[src/common/ooo_pkg.sv]
// Out-of-order core shared types
`default_nettype none

package ooo_pkg;

    ////////////////////////////////////////
    // Sizes
    ////////////////////////////////////////
    localparam int DATA_WIDTH  = 16;            // Register and result width
    localparam int NUM_REGS    = 8;             // Architectural registers
    localparam int REG_IDX_W   = 3;
    localparam int ROB_DEPTH   = 8;             // Tag is a ROB index
    localparam int TAG_W       = 3;
    localparam int ROB_CNT_W   = TAG_W + 1;     // Occupancy, 0 to ROB_DEPTH
    localparam int RS_DEPTH    = 4;
    localparam int RS_IDX_W    = 2;
    localparam int MUL_LATENCY = 3;             // Issue to CDB, in cycles

    // Opcodes, already decoded
    typedef enum logic [2:0] {
        OP_LI,
        OP_ADD,
        OP_SUB,
        OP_AND,
        OP_OR,
        OP_XOR,
        OP_MUL
    } op_e;

    typedef struct packed {
        op_e                   op;
        logic [REG_IDX_W-1:0]  rd;
        logic [REG_IDX_W-1:0]  rs1;
        logic [REG_IDX_W-1:0]  rs2;
        logic [DATA_WIDTH-1:0] imm;             // Only used by OP_LI
    } inst_t;

    // Source operand, either a value or a tag to wait on
    typedef struct packed {
        logic                  ready;
        logic [TAG_W-1:0]      tag;
        logic [DATA_WIDTH-1:0] value;
    } operand_t;

    // RS to functional unit
    typedef struct packed {
        logic                  valid;
        op_e                   op;
        logic [TAG_W-1:0]      tag;             // Destination ROB entry
        logic [DATA_WIDTH-1:0] a;
        logic [DATA_WIDTH-1:0] b;
    } issue_t;

    // Common data bus broadcast
    typedef struct packed {
        logic                  valid;
        logic [TAG_W-1:0]      tag;
        logic [DATA_WIDTH-1:0] value;
    } cdb_t;

    // Retired result
    typedef struct packed {
        logic [REG_IDX_W-1:0]  rd;
        logic [DATA_WIDTH-1:0] data;
    } commit_t;

endpackage

`default_nettype wire

[src/hw/issue/dispatch.sv]
// Dispatch and tagged register file
`timescale 1ns/1ps
`default_nettype none

module dispatch import ooo_pkg::*; (
    input  logic                  clock,
    input  logic                  reset,
    input  logic                  inst_valid,
    input  inst_t                 inst,
    output logic                  inst_ready,
    input  logic [TAG_W-1:0]      rob_tail_tag,   // Tag for the incoming instruction
    input  logic                  rob_full,
    input  logic                  rs_full,
    input  logic                  lookup_done_a,
    input  logic                  lookup_done_b,
    input  logic [DATA_WIDTH-1:0] lookup_value_a,
    input  logic [DATA_WIDTH-1:0] lookup_value_b,
    input  cdb_t                  cdb,
    input  logic                  commit_valid,
    input  commit_t               commit,
    input  logic [TAG_W-1:0]      commit_tag,
    output logic                  rs_write,
    output op_e                   rs_op,
    output operand_t              rs_src_a,
    output operand_t              rs_src_b,
    output logic [TAG_W-1:0]      rs_tag,
    output logic                  rob_alloc,
    output logic [REG_IDX_W-1:0]  rob_alloc_rd,
    output logic [TAG_W-1:0]      lookup_tag_a,
    output logic [TAG_W-1:0]      lookup_tag_b
);

    logic [DATA_WIDTH-1:0] regs  [NUM_REGS];  // Architectural values
    logic [TAG_W-1:0]      owner [NUM_REGS];  // Youngest in-flight writer
    logic [NUM_REGS-1:0]   busy;
    logic                  accept_en;          // Low during and just after reset
    logic                  accept;

    // Register file, then finished ROB entry, then same-cycle CDB
    function automatic operand_t resolve(
        input logic                  busy_bit,
        input logic [TAG_W-1:0]      owner_tag,
        input logic [DATA_WIDTH-1:0] reg_value,
        input logic                  fwd_done,
        input logic [DATA_WIDTH-1:0] fwd_value,
        input cdb_t                  bus
    );
        operand_t res;
        res.ready = 1'b1;
        res.tag   = owner_tag;
        res.value = reg_value;
        if (busy_bit) begin
            if (fwd_done) begin
                res.value = fwd_value;              // Done in ROB, not yet retired
            end else if (bus.valid && bus.tag == owner_tag) begin
                res.value = bus.value;              // Broadcast this cycle
            end else begin
                res.ready = 1'b0;                   // Wait in the RS
            end
        end
        return res;
    endfunction

    assign inst_ready   = accept_en && !rob_full && !rs_full;
    assign accept       = inst_valid && inst_ready;
    assign rs_write     = accept;
    assign rob_alloc    = accept;
    assign rob_alloc_rd = inst.rd;
    assign rs_op        = inst.op;
    assign rs_tag       = rob_tail_tag;
    assign lookup_tag_a = owner[inst.rs1];
    assign lookup_tag_b = owner[inst.rs2];

    always_comb begin
        rs_src_a = resolve(busy[inst.rs1], owner[inst.rs1], regs[inst.rs1],
                           lookup_done_a, lookup_value_a, cdb);
        rs_src_b = resolve(busy[inst.rs2], owner[inst.rs2], regs[inst.rs2],
                           lookup_done_b, lookup_value_b, cdb);
        if (inst.op == OP_LI) begin
            rs_src_a = '{ready: 1'b1, tag: '0, value: inst.imm};  // Immediate as operand
            rs_src_b = '{ready: 1'b1, tag: '0, value: '0};
        end
    end

    always_ff @(posedge clock) begin
        if (reset) begin
            accept_en <= 1'b0;
            busy      <= '0;
            for (int i = 0; i < NUM_REGS; i++) begin
                regs[i]  <= '0;
                owner[i] <= '0;
            end
        end else begin
            accept_en <= 1'b1;
            if (commit_valid) begin
                regs[commit.rd] <= commit.data;
                // Younger writer keeps the register busy
                if (owner[commit.rd] == commit_tag) busy[commit.rd] <= 1'b0;
            end
            if (accept) begin                       // Rename wins over commit
                busy[inst.rd]  <= 1'b1;
                owner[inst.rd] <= rob_tail_tag;
            end
        end
    end

endmodule

`default_nettype wire

[src/hw/issue/reservation_station.sv]
// Reservation station with CDB wakeup
`timescale 1ns/1ps
`default_nettype none

module reservation_station import ooo_pkg::*; (
    input  logic             clock,
    input  logic             reset,
    input  logic             rs_write,
    input  op_e              rs_op,
    input  operand_t         rs_src_a,
    input  operand_t         rs_src_b,
    input  logic [TAG_W-1:0] rs_tag,
    input  cdb_t             cdb,
    input  logic             alu_ready,
    output logic             rs_full,
    output issue_t           alu_issue,
    output issue_t           mul_issue
);

    logic [RS_DEPTH-1:0] ent_valid;
    op_e                 ent_op  [RS_DEPTH];
    logic [TAG_W-1:0]    ent_tag [RS_DEPTH];
    operand_t            ent_a   [RS_DEPTH];
    operand_t            ent_b   [RS_DEPTH];

    logic                alu_hit;
    logic                mul_hit;
    logic [RS_IDX_W-1:0] alu_idx;
    logic [RS_IDX_W-1:0] mul_idx;
    logic [RS_IDX_W-1:0] free_idx;

    // Capture a broadcast into a waiting operand
    function automatic operand_t wake(input operand_t src, input cdb_t bus);
        operand_t res;
        res = src;
        if (!src.ready && bus.valid && bus.tag == src.tag) begin
            res.ready = 1'b1;
            res.value = bus.value;
        end
        return res;
    endfunction

    assign rs_full = &ent_valid;

    ////////////////////////////////////////
    // Select, lowest index wins
    ////////////////////////////////////////
    always_comb begin
        alu_hit  = 1'b0;
        mul_hit  = 1'b0;
        alu_idx  = '0;
        mul_idx  = '0;
        free_idx = '0;
        for (int i = RS_DEPTH - 1; i >= 0; i--) begin  // Descending, last hit is lowest
            if (!ent_valid[i]) free_idx = RS_IDX_W'(i);
            if (ent_valid[i] && ent_a[i].ready && ent_b[i].ready) begin
                if (ent_op[i] == OP_MUL) begin
                    mul_hit = 1'b1;
                    mul_idx = RS_IDX_W'(i);
                end else begin
                    alu_hit = 1'b1;
                    alu_idx = RS_IDX_W'(i);
                end
            end
        end
    end

    always_comb begin
        alu_issue = '{valid: alu_hit && alu_ready, op: ent_op[alu_idx], tag: ent_tag[alu_idx],
                      a: ent_a[alu_idx].value, b: ent_b[alu_idx].value};
        mul_issue = '{valid: mul_hit, op: ent_op[mul_idx], tag: ent_tag[mul_idx],
                      a: ent_a[mul_idx].value, b: ent_b[mul_idx].value};  // Never stalls
    end

    // Occupancy
    always_ff @(posedge clock) begin
        if (reset) begin
            ent_valid <= '0;
        end else begin
            if (alu_issue.valid) ent_valid[alu_idx] <= 1'b0;   // Freed on issue
            if (mul_issue.valid) ent_valid[mul_idx] <= 1'b0;
            if (rs_write)        ent_valid[free_idx] <= 1'b1;  // Free slot, never an issuer
        end
    end

    // Entry contents and wakeup
    always_ff @(posedge clock) begin
        for (int i = 0; i < RS_DEPTH; i++) begin
            ent_a[i] <= wake(ent_a[i], cdb);
            ent_b[i] <= wake(ent_b[i], cdb);
        end
        if (rs_write) begin
            ent_op[free_idx]  <= rs_op;
            ent_tag[free_idx] <= rs_tag;
            ent_a[free_idx]   <= rs_src_a;           // Already CDB-forwarded by dispatch
            ent_b[free_idx]   <= rs_src_b;
        end
    end

endmodule

`default_nettype wire

[src/hw/execute/exec_units.sv]
// ALU, pipelined multiplier and CDB
`timescale 1ns/1ps
`default_nettype none

module exec_units import ooo_pkg::*; (
    input  logic   clock,
    input  logic   reset,
    input  issue_t alu_issue,
    input  issue_t mul_issue,
    output logic   alu_ready,
    output cdb_t   cdb
);

    cdb_t alu_res;                  // Held ALU result, valid while pending
    cdb_t mul_stage [MUL_LATENCY];  // Multiplier pipeline
    cdb_t mul_out;

    function automatic logic [DATA_WIDTH-1:0] alu_op(
        input op_e                   op,
        input logic [DATA_WIDTH-1:0] a,
        input logic [DATA_WIDTH-1:0] b
    );
        logic [DATA_WIDTH-1:0] res;
        case (op)
            OP_ADD:  res = a + b;   // Wraps at DATA_WIDTH
            OP_SUB:  res = a - b;
            OP_AND:  res = a & b;
            OP_OR:   res = a | b;
            OP_XOR:  res = a ^ b;
            default: res = a;       // OP_LI passes the immediate
        endcase
        return res;
    endfunction

    assign mul_out = mul_stage[MUL_LATENCY-1];

    ////////////////////////////////////////
    // CDB arbitration
    ////////////////////////////////////////
    assign cdb       = mul_out.valid ? mul_out : alu_res;  // Multiplier has priority
    assign alu_ready = !alu_res.valid || !mul_out.valid;   // Held result drains this cycle

    // ALU, one result register
    always_ff @(posedge clock) begin
        if (reset) begin
            alu_res.valid <= 1'b0;
        end else if (alu_issue.valid) begin
            alu_res.valid <= 1'b1;
            alu_res.tag   <= alu_issue.tag;
            alu_res.value <= alu_op(alu_issue.op, alu_issue.a, alu_issue.b);
        end else if (alu_res.valid && !mul_out.valid) begin
            alu_res.valid <= 1'b0;                  // Broadcast went out
        end
    end

    // Multiplier, low half of the product
    always_ff @(posedge clock) begin
        if (reset) begin
            for (int i = 0; i < MUL_LATENCY; i++) begin
                mul_stage[i].valid <= 1'b0;
            end
        end else begin
            mul_stage[0].valid <= mul_issue.valid;
            mul_stage[0].tag   <= mul_issue.tag;
            mul_stage[0].value <= mul_issue.a * mul_issue.b;  // Truncated to DATA_WIDTH
            for (int i = 1; i < MUL_LATENCY; i++) begin
                mul_stage[i] <= mul_stage[i-1];
            end
        end
    end

endmodule

`default_nettype wire

[src/hw/retire/reorder_buffer.sv]
// Reorder buffer with in-order retirement
`timescale 1ns/1ps
`default_nettype none

module reorder_buffer import ooo_pkg::*; (
    input  logic                  clock,
    input  logic                  reset,
    input  logic                  rob_alloc,
    input  logic [REG_IDX_W-1:0]  rob_alloc_rd,
    input  cdb_t                  cdb,
    input  logic [TAG_W-1:0]      lookup_tag_a,
    input  logic [TAG_W-1:0]      lookup_tag_b,
    output logic [TAG_W-1:0]      rob_tail_tag,
    output logic                  rob_full,
    output logic                  lookup_done_a,
    output logic                  lookup_done_b,
    output logic [DATA_WIDTH-1:0] lookup_value_a,
    output logic [DATA_WIDTH-1:0] lookup_value_b,
    output logic                  commit_valid,
    output commit_t               commit,
    output logic [TAG_W-1:0]      commit_tag
);

    logic [TAG_W-1:0]      head;    // Oldest entry
    logic [TAG_W-1:0]      tail;    // Next free entry
    logic [ROB_CNT_W-1:0]  count;
    logic [ROB_DEPTH-1:0]  done;
    logic [REG_IDX_W-1:0]  ent_rd    [ROB_DEPTH];
    logic [DATA_WIDTH-1:0] ent_value [ROB_DEPTH];

    assign rob_tail_tag = tail;
    assign rob_full     = (count == ROB_CNT_W'(ROB_DEPTH));

    // Head retires once done, one per cycle
    assign commit_valid = (count != '0) && done[head];
    assign commit_tag   = head;
    assign commit       = '{rd: ent_rd[head], data: ent_value[head]};

    // Forwarding reads for dispatch
    assign lookup_done_a  = done[lookup_tag_a];
    assign lookup_done_b  = done[lookup_tag_b];
    assign lookup_value_a = ent_value[lookup_tag_a];
    assign lookup_value_b = ent_value[lookup_tag_b];

    always_ff @(posedge clock) begin
        if (reset) begin
            head  <= '0;
            tail  <= '0;
            count <= '0;
            done  <= '0;
        end else begin
            if (cdb.valid) done[cdb.tag] <= 1'b1;
            if (rob_alloc) begin
                done[tail] <= 1'b0;                 // Never the broadcast tag
                tail       <= tail + 1'b1;          // Wraps, depth is a power of two
            end
            if (commit_valid) head <= head + 1'b1;
            case ({rob_alloc, commit_valid})
                2'b10:   count <= count + 1'b1;
                2'b01:   count <= count - 1'b1;
                default: count <= count;
            endcase
        end
    end

    always_ff @(posedge clock) begin
        if (rob_alloc) ent_rd[tail]     <= rob_alloc_rd;
        if (cdb.valid) ent_value[cdb.tag] <= cdb.value;
    end

endmodule

`default_nettype wire

[src/hw/ooo_core.sv]
// Out-of-order core top level
`timescale 1ns/1ps
`default_nettype none

module ooo_core import ooo_pkg::*; (
    input  logic    clock,
    input  logic    reset,
    input  logic    inst_valid,
    input  inst_t   inst,
    output logic    inst_ready,
    output logic    commit_valid,
    output commit_t commit
);

    // Dispatch to RS and ROB
    logic                  rs_write;
    op_e                   rs_op;
    operand_t              rs_src_a;
    operand_t              rs_src_b;
    logic [TAG_W-1:0]      rs_tag;
    logic                  rs_full;
    logic                  rob_alloc;
    logic [REG_IDX_W-1:0]  rob_alloc_rd;
    logic [TAG_W-1:0]      rob_tail_tag;
    logic                  rob_full;

    // ROB forwarding reads
    logic [TAG_W-1:0]      lookup_tag_a;
    logic [TAG_W-1:0]      lookup_tag_b;
    logic                  lookup_done_a;
    logic                  lookup_done_b;
    logic [DATA_WIDTH-1:0] lookup_value_a;
    logic [DATA_WIDTH-1:0] lookup_value_b;

    // Issue, execute and retire
    issue_t                alu_issue;
    issue_t                mul_issue;
    logic                  alu_ready;
    cdb_t                  cdb;
    logic [TAG_W-1:0]      commit_tag;

    dispatch u_dispatch (
        .clock          (clock),
        .reset          (reset),
        .inst_valid     (inst_valid),
        .inst           (inst),
        .inst_ready     (inst_ready),
        .rob_tail_tag   (rob_tail_tag),
        .rob_full       (rob_full),
        .rs_full        (rs_full),
        .lookup_done_a  (lookup_done_a),
        .lookup_done_b  (lookup_done_b),
        .lookup_value_a (lookup_value_a),
        .lookup_value_b (lookup_value_b),
        .cdb            (cdb),
        .commit_valid   (commit_valid),
        .commit         (commit),
        .commit_tag     (commit_tag),
        .rs_write       (rs_write),
        .rs_op          (rs_op),
        .rs_src_a       (rs_src_a),
        .rs_src_b       (rs_src_b),
        .rs_tag         (rs_tag),
        .rob_alloc      (rob_alloc),
        .rob_alloc_rd   (rob_alloc_rd),
        .lookup_tag_a   (lookup_tag_a),
        .lookup_tag_b   (lookup_tag_b)
    );

    reservation_station u_rs (
        .clock     (clock),
        .reset     (reset),
        .rs_write  (rs_write),
        .rs_op     (rs_op),
        .rs_src_a  (rs_src_a),
        .rs_src_b  (rs_src_b),
        .rs_tag    (rs_tag),
        .cdb       (cdb),
        .alu_ready (alu_ready),
        .rs_full   (rs_full),
        .alu_issue (alu_issue),
        .mul_issue (mul_issue)
    );

    exec_units u_exec (
        .clock     (clock),
        .reset     (reset),
        .alu_issue (alu_issue),
        .mul_issue (mul_issue),
        .alu_ready (alu_ready),
        .cdb       (cdb)
    );

    reorder_buffer u_rob (
        .clock          (clock),
        .reset          (reset),
        .rob_alloc      (rob_alloc),
        .rob_alloc_rd   (rob_alloc_rd),
        .cdb            (cdb),
        .lookup_tag_a   (lookup_tag_a),
        .lookup_tag_b   (lookup_tag_b),
        .rob_tail_tag   (rob_tail_tag),
        .rob_full       (rob_full),
        .lookup_done_a  (lookup_done_a),
        .lookup_done_b  (lookup_done_b),
        .lookup_value_a (lookup_value_a),
        .lookup_value_b (lookup_value_b),
        .commit_valid   (commit_valid),
        .commit         (commit),
        .commit_tag     (commit_tag)
    );

endmodule

`default_nettype wire

[config.mk]
export PLATFORM = sky130hd
export DESIGN_NAME = ooo_core
export DESIGN_NICKNAME = d
export VERILOG_FILES = /design/src/common/ooo_pkg.sv /design/src/hw/issue/dispatch.sv /design/src/hw/issue/reservation_station.sv /design/src/hw/execute/exec_units.sv /design/src/hw/retire/reorder_buffer.sv /design/src/hw/ooo_core.sv
export SDC_FILE = /design/constraint.sdc
export NUM_CORES = 2
export LEC_CHECK = 0
export BUFFER_PORTS_ARGS = -buffer_cell sky130_fd_sc_hd__buf_2
export CORE_ASPECT_RATIO = 0.6
export CORE_MARGIN = 4
export CORE_UTILIZATION = 60
export CTS_BUF_LIST = sky130_fd_sc_hd__clkbuf_2
export DETAILED_ROUTE_END_ITERATION = 10
export HOLD_SLACK_MARGIN = 0.1
export PLACE_DENSITY = 0.77
export RECOVER_POWER = 25
export SLEW_MARGIN = 20
export SYNTH_ARGS = -nofsm -noshare
export SYNTH_HDL_FRONTEND = slang
export SYNTH_SLANG_ARGS = --single-unit
[constraint.sdc]
create_clock -name clock -period 7.4 [get_ports clock]
set_input_delay 0.74 -clock clock [delete_from_list [all_inputs] [get_ports clock]]
set_output_delay 0.74 -clock clock [all_outputs]
set_load 0.005 [all_outputs]
* Word level (Yosys, flattened, before mapping)
Memory sizes are Yosys's and may differ from the RTL's. A register that Yosys moved wholly into a read port is not among the register bits.
Index checks and enable logic that the tools add are counted.
** Storage, ports and cells
- ROM bits :: 0
- Output and inout bits :: 21
- Latch bits :: 0
- Bits in registers :: 48
- Bits in writable memories :: 548
- Memories :: 9
** Memories
- u_dispatch.regs :: words 8, width 16, rd ports 2, clocked after memory_dff 0, write ports 8, line dispatch.sv:33 : logic [DATA_WIDTH-1:0] regs [NUM_REGS];
- u_rob.ent_value :: words 8, width 16, rd ports 3, clocked after memory_dff 1, write ports 1, line reorder_buffer.sv:29 : logic [DATA_WIDTH-1:0] ent_value [ROB_DEPTH];
- u_rs.ent_a :: words 4, width 20, rd ports 6, clocked after memory_dff 0, write ports 5, line reservation_station.sv:23 : operand_t ent_a [RS_DEPTH];
- u_rs.ent_b :: words 4, width 20, rd ports 6, clocked after memory_dff 0, write ports 5, line reservation_station.sv:24 : operand_t ent_b [RS_DEPTH];
- u_exec.mul_stage :: words 3, width 20, rd ports 3, clocked after memory_dff 0, write ports 3, line exec_units.sv:15 : cdb_t mul_stage [MUL_LATENCY];
- u_dispatch.owner :: words 8, width 3, rd ports 3, clocked after memory_dff 0, write ports 8, line dispatch.sv:34 : logic [TAG_W-1:0] owner [NUM_REGS];
- +3 memories
** Operators by class
- Divide/modulo/power cells :: 0
- Multipliers :: 1
- Bitwise logic cells :: 18
- Shift-type cells :: 0
- Add/subtract/negate cells :: 6
- Equality and inequality tests :: 23
- Magnitude comparators :: 19
- Mux-type cells :: 132
- Reductions and logical operators :: 60
** Operators with widths (number)
- 16-bit 2-to-1 mux :: 15
- 16-bit one-hot mux with 5 select lines :: 1
- 1-bit 2-to-1 mux :: 61
- 20-bit 2-to-1 mux :: 3
- 8-bit 2-to-1 mux :: 7
- 2-bit 2-to-1 mux :: 20
- 1-bit logical AND :: 39
- 3-bit by 4-bit < comparator with 1-bit output, second input constant :: 9
- 3-bit equality test :: 11
- 3-bit 2-to-1 mux :: 7
- 4-bit 2-to-1 mux :: 5
- 3-bit equality test, second input constant :: 6
- 16-bit adder :: 1
- 16-bit bitwise AND :: 1
- 8-bit bitwise AND :: 2
- 16-bit by 16-bit multiplier with 16-bit output :: 1
- 8-bit inverter :: 2
- 16-bit bitwise OR :: 1
- 8-bit bitwise OR :: 2
- 16-bit OR reduction :: 1
- 16-bit subtractor :: 1
- 16-bit bitwise XOR :: 1
- 1-bit binary-select mux with 3-bit select :: 5
- 1-bit demux with 3-bit select :: 4
- 26 further kinds :: 53

* Longest topological paths before layout
- Word-level depth :: 22
- Depth in mapped cells :: 30
- Depth with buffers taken out :: 27

* Cells and area by module
From an unflattened synthesis, not the netlist that was laid out.
** Unflattened totals
- Cell total of the unflattened synthesis :: 3218
- Area total of the unflattened synthesis :: 37908.9 µm²
** Modules (own cells, without submodules)
- dispatch :: instances 1, cells each 793, area each 10100.9 µm², seq. area each 4744.6 µm²
- reservation_station :: instances 1, cells each 981, area each 9517.9 µm², seq. area each 5525.3 µm²
- exec_units :: instances 1, cells each 977, area each 9220.1 µm², seq. area each 2362.3 µm²
- reorder_buffer :: instances 1, cells each 467, area each 9069.9 µm², seq. area each 4984.8 µm²

* Worst setup path after synthesis
Ideal clock, no wire load.
- Path type :: register to register
- Start :: mem u_rs.ent_op[2][0] in the netlist's numbering
- End :: mem u_exec.mul_stage[0][15] in the netlist's numbering (data pin)
- Buffers on the path :: 1
- Cell stages (with the launch flop) :: 25
- Arrival :: 6304 ps
- Library setup time :: 266 ps
- Required time :: 7134 ps
- Setup slack :: 830 ps
- Period minus slack after synthesis :: 6570 ps
- Cell sequence :: edfxtp_1 > nand3b_1 > nor2_1 > o31a_1 > buf_2 > nor2_1 > nor3_1 > o21ai_0 > fa_1 > inv_1 > fa_1 > inv_1 > fa_1 > fa_1 > fa_1 > fa_1 > xor2_1 > xnor2_1 > xnor2_1 > xnor2_1 > xnor2_1 > xnor2_1 > xnor3_1 > xnor2_1 > nor2_1
** RTL lines
- from (decl) :: line reservation_station.sv:21 : op_e ent_op [RS_DEPTH];
- to (decl) :: line exec_units.sv:15

==> results.sh <==
export IMPL_setup_viol=0
export IMPL_std_cell_rows=69
export IMPL_hp_class="in -> reg"
export IMPL_clock_latency_ns=1.23
export IMPL_cts_root_buf="clkbuf_2"
export IMPL_synth_edf_count=556
export IMPL_leakage_uw=0.0155
export IMPL_grt_max_degree=79
export IMPL_drive_gt1_frac=0.207
export IMPL_grt_pass1_wl_mm=182
export IMPL_drc=0
export IMPL_nets=3508
export IMPL_start_util=0.611
export IMPL_fmax_ghz=0.141
export IMPL_ys_flop_type="edfxtp_1"
export IMPL_worstSetupPathType="reg -> reg"
export IMPL_cts_tree="yes"
export IMPL_grt_ovfl_total=0
export IMPL_cts_buffer_depth=3
export IMPL_fin_setup_tns_ns=0
export IMPL_violations="max-capacitance violations, max-slew violations"
export IMPL_yosys_area_top_type_share=0.457
export IMPL_ys_warn_count=0
export IMPL_synth_cell_types=88
export IMPL_arrival_ns=8.02
export IMPL_first_global_vias=28000
export IMPL_worst_slew_pin_slew_ns=3.30
export IMPL_place_area_um2=38500
export IMPL_grt_util_all_layers=0.383
export IMPL_cts_made_buffers=143
export IMPL_post_cts_buffers=0
export IMPL_post_drt_wl_per_cell_um=29.2
export IMPL_cp_max_fo=30
export IMPL_netlist_instances=3094
export IMPL_max_slew_margin=-1.20
export IMPL_vdd_drop_max_mv=0.495
export IMPL_ys_async_sr_fraction=0
export IMPL_post_route_period_util=0.959
export IMPL_layout_commonest_cell="edfxtp_1"
export IMPL_layout_common_cells="556 x edfxtp_1, 428 x nor2_1, 247 x a21oi_1, 218 x inv_1, 206 x clkbuf_2"
export IMPL_min_period_ns=7.10
export IMPL_ant_nets=0
export IMPL_syn_avg_cell_area_um2=11.8
export IMPL_final_area_um2=40000
export IMPL_die_y_um=199
export IMPL_path_clk_slew_ns=0.12
export IMPL_critPathCaptureType="flop"
export IMPL_hold_viol_final=0
export IMPL_die_area_um2=65000
export IMPL_antenna_found_initial=3
export IMPL_io_buffers=51
export IMPL_gp_congestion=1.03
export IMPL_skew_ns=0.0826
export IMPL_final_max_slew_viol_count=206
export IMPL_coreArea_um2=59700
export IMPL_place_ws_ns=0.300
export IMPL_die_x_um=327
export IMPL_startpoint_type="flop"
export IMPL_finalWirelength_mm=123
export IMPL_area_growth_pct=9.50
export IMPL_required_ns=8.32
export IMPL_drv_cap=9
export IMPL_clock_sinks=602
export IMPL_hpwl_mm=89.2
export IMPL_fin_ws_ns=0.302
export IMPL_run_status="finished, violations left"
export IMPL_syn_area_um2=36500
export IMPL_synth_seq_cells=602
export IMPL_yosysTopAreaCell="edfxtp_1"
export IMPL_vias=28400
export IMPL_dr_first_iter_drc_count=4732
export IMPL_io_pins=52
export IMPL_synth_area_leaders="edfxtp_1 46%, mux4_2 9.5%, mux2i_1 4.9%, fa_1 4.5%, nor2_1 4.5%"
export IMPL_cts_max_level=4
export IMPL_firstDrtPassIters=6
export IMPL_syn_nets=3309
export IMPL_vias_per_cell=6.74
export IMPL_synth_seq_area_share=0.482
export IMPL_pwr_density_cell_nw_per_um2=225
[Yosys cell counts (15+ instances only)]
library cell	number
fa_1	82
inv_1	219
clkbuf_1	111
mux2_2	21
a21oi_1	247
edfxtp_1	556
xnor2_1	68
dfxtp_1	46
o221ai_1	31
nand3_1	30
o22ai_1	58
o22a_1	25
buf_1	26
ha_1	102
and2_1	32
a222oi_1	15
nand2_1	140
a22oi_1	19
nor2b_1	77
xor2_1	27
o21ai_0	57
buf_2	26
mux2i_1	179
a211oi_1	15
nor2_1	434
nor3_1	34
nor3_2	16
mux4_2	154
[cell families (layout without fill, tap and decap cells)]
| group | after synthesis | after routing | synth area share |
|---|---|---|---|
| simple gates | 861 | 861 | 0.110 |
| fa+ha+maj | 184 | 184 | 0.0799 |
| mux | 358 | 358 | 0.153 |
| compound gates | 590 | 590 | 0.105 |
| other cells | 0 | 4 | 0 |
| buf+inv | 400 | 698 | 0.0443 |
| xor+xnor | 99 | 99 | 0.0253 |
| flops | 602 | 602 | 0.482 |
[critical path: stages (launching register included)]
cell and delay [ns]:
dfxtp_1 0.43, nand3_1 0.21, nor2_2 0.44, o31a_1 0.26
buf_12 0.21, o221ai_2 0.24, buf_4 0.25, nor4_1 0.57
buf_4 0.23, ha_1 0.23, ha_1 0.30, inv_1 0.07
fa_1 0.42, fa_1 0.53, fa_1 0.45, fa_1 0.39
xor2_1 0.16, xnor2_1 0.19, xnor2_1 0.11, xnor2_1 0.23
xnor2_1 0.12, xnor2_1 0.22, xnor3_1 0.27, xnor2_1 0.18
nor2_1 0.05
[timing repair]
action / 4_1_cts / 5_1_grt
gates resized for setup: 0 / 10
setup endpoints to repair: 0 / 3
endpoints found under the hold margin: 99 / 0
hold buffers: 19 / 0
[metrics by stage]
step                      total power (uW)  instances  hold WS, ns   util
after CTS                             8950       4203        0.106  0.670
after global routing                  9550       4212        0.162  0.669
after global placement                6700       3938        0.421  0.645
final                                 9000       4212        0.243  0.669
after floorplan                       5950       3094        0.414      -
after detailed placement              6740       3940        0.427  0.645
[final timing paths]
| kind | cells past startpoint | start | endpoint | slack (ns) |
|---|---|---|---|---|
| max | 24 | u_rs.ent_valid[2] | u_exec.mul_stage[0][15] | 0.30 |
| min | 5 | inst[3] | u_rs.ent_a[3][3] | 0.24 |
| min reg2reg | 1 | u_exec.mul_stage[0][39] | u_exec.mul_stage[0][59] | 0.45 |
| max reg2reg | 24 | u_rs.ent_valid[2] | u_exec.mul_stage[0][15] | 0.30 |
[final cells by class]
class,count,area [um2]
antenna,4,10.0
clock buffer,206,1030
clock inverter,38,240
fill,4494,19800
inverter,220,827
multi-input combinational,2092,17600
sequential,602,17600
tap,816,1020
timing repair buffer,234,1670
[report_power, final]
group          switching, uW  total [uW]  internal (uW)
clock network           1400        2240            847
registers               78.0        3970           3890
logic                   1590        2790           1200
total                   3070        9000           5940
[sequential cells by signal (all words and copies together), names as in the netlist, named ones only]
name and cells:
u_rob.ent_value 128, u_rs.ent_tag 12, u_dispatch.accept_en 1, u_rob.commit_tag 3
u_dispatch.busy 8, u_rob.ent_rd 24, u_exec.alu_res 20, u_rs.ent_b 80
u_rob.rob_tail_tag 3, u_rob.count 4, u_rob.done 8, u_dispatch.owner 24
u_rs.ent_valid 4, u_dispatch.regs 128, u_rs.ent_a 80, u_exec.mul_stage 60
u_rs.ent_op 12
[metal layers]
metal,global-route usage,vias up,part of all wire
met4,0.0856,4,0.020
li1,-,11900,-
met1,0.585,14000,0.42
met5,0,-,0.00032
met3,0.163,222,0.17
met2,0.506,2215,0.39
No activity file was read; power rests on OpenSTA's default activity.
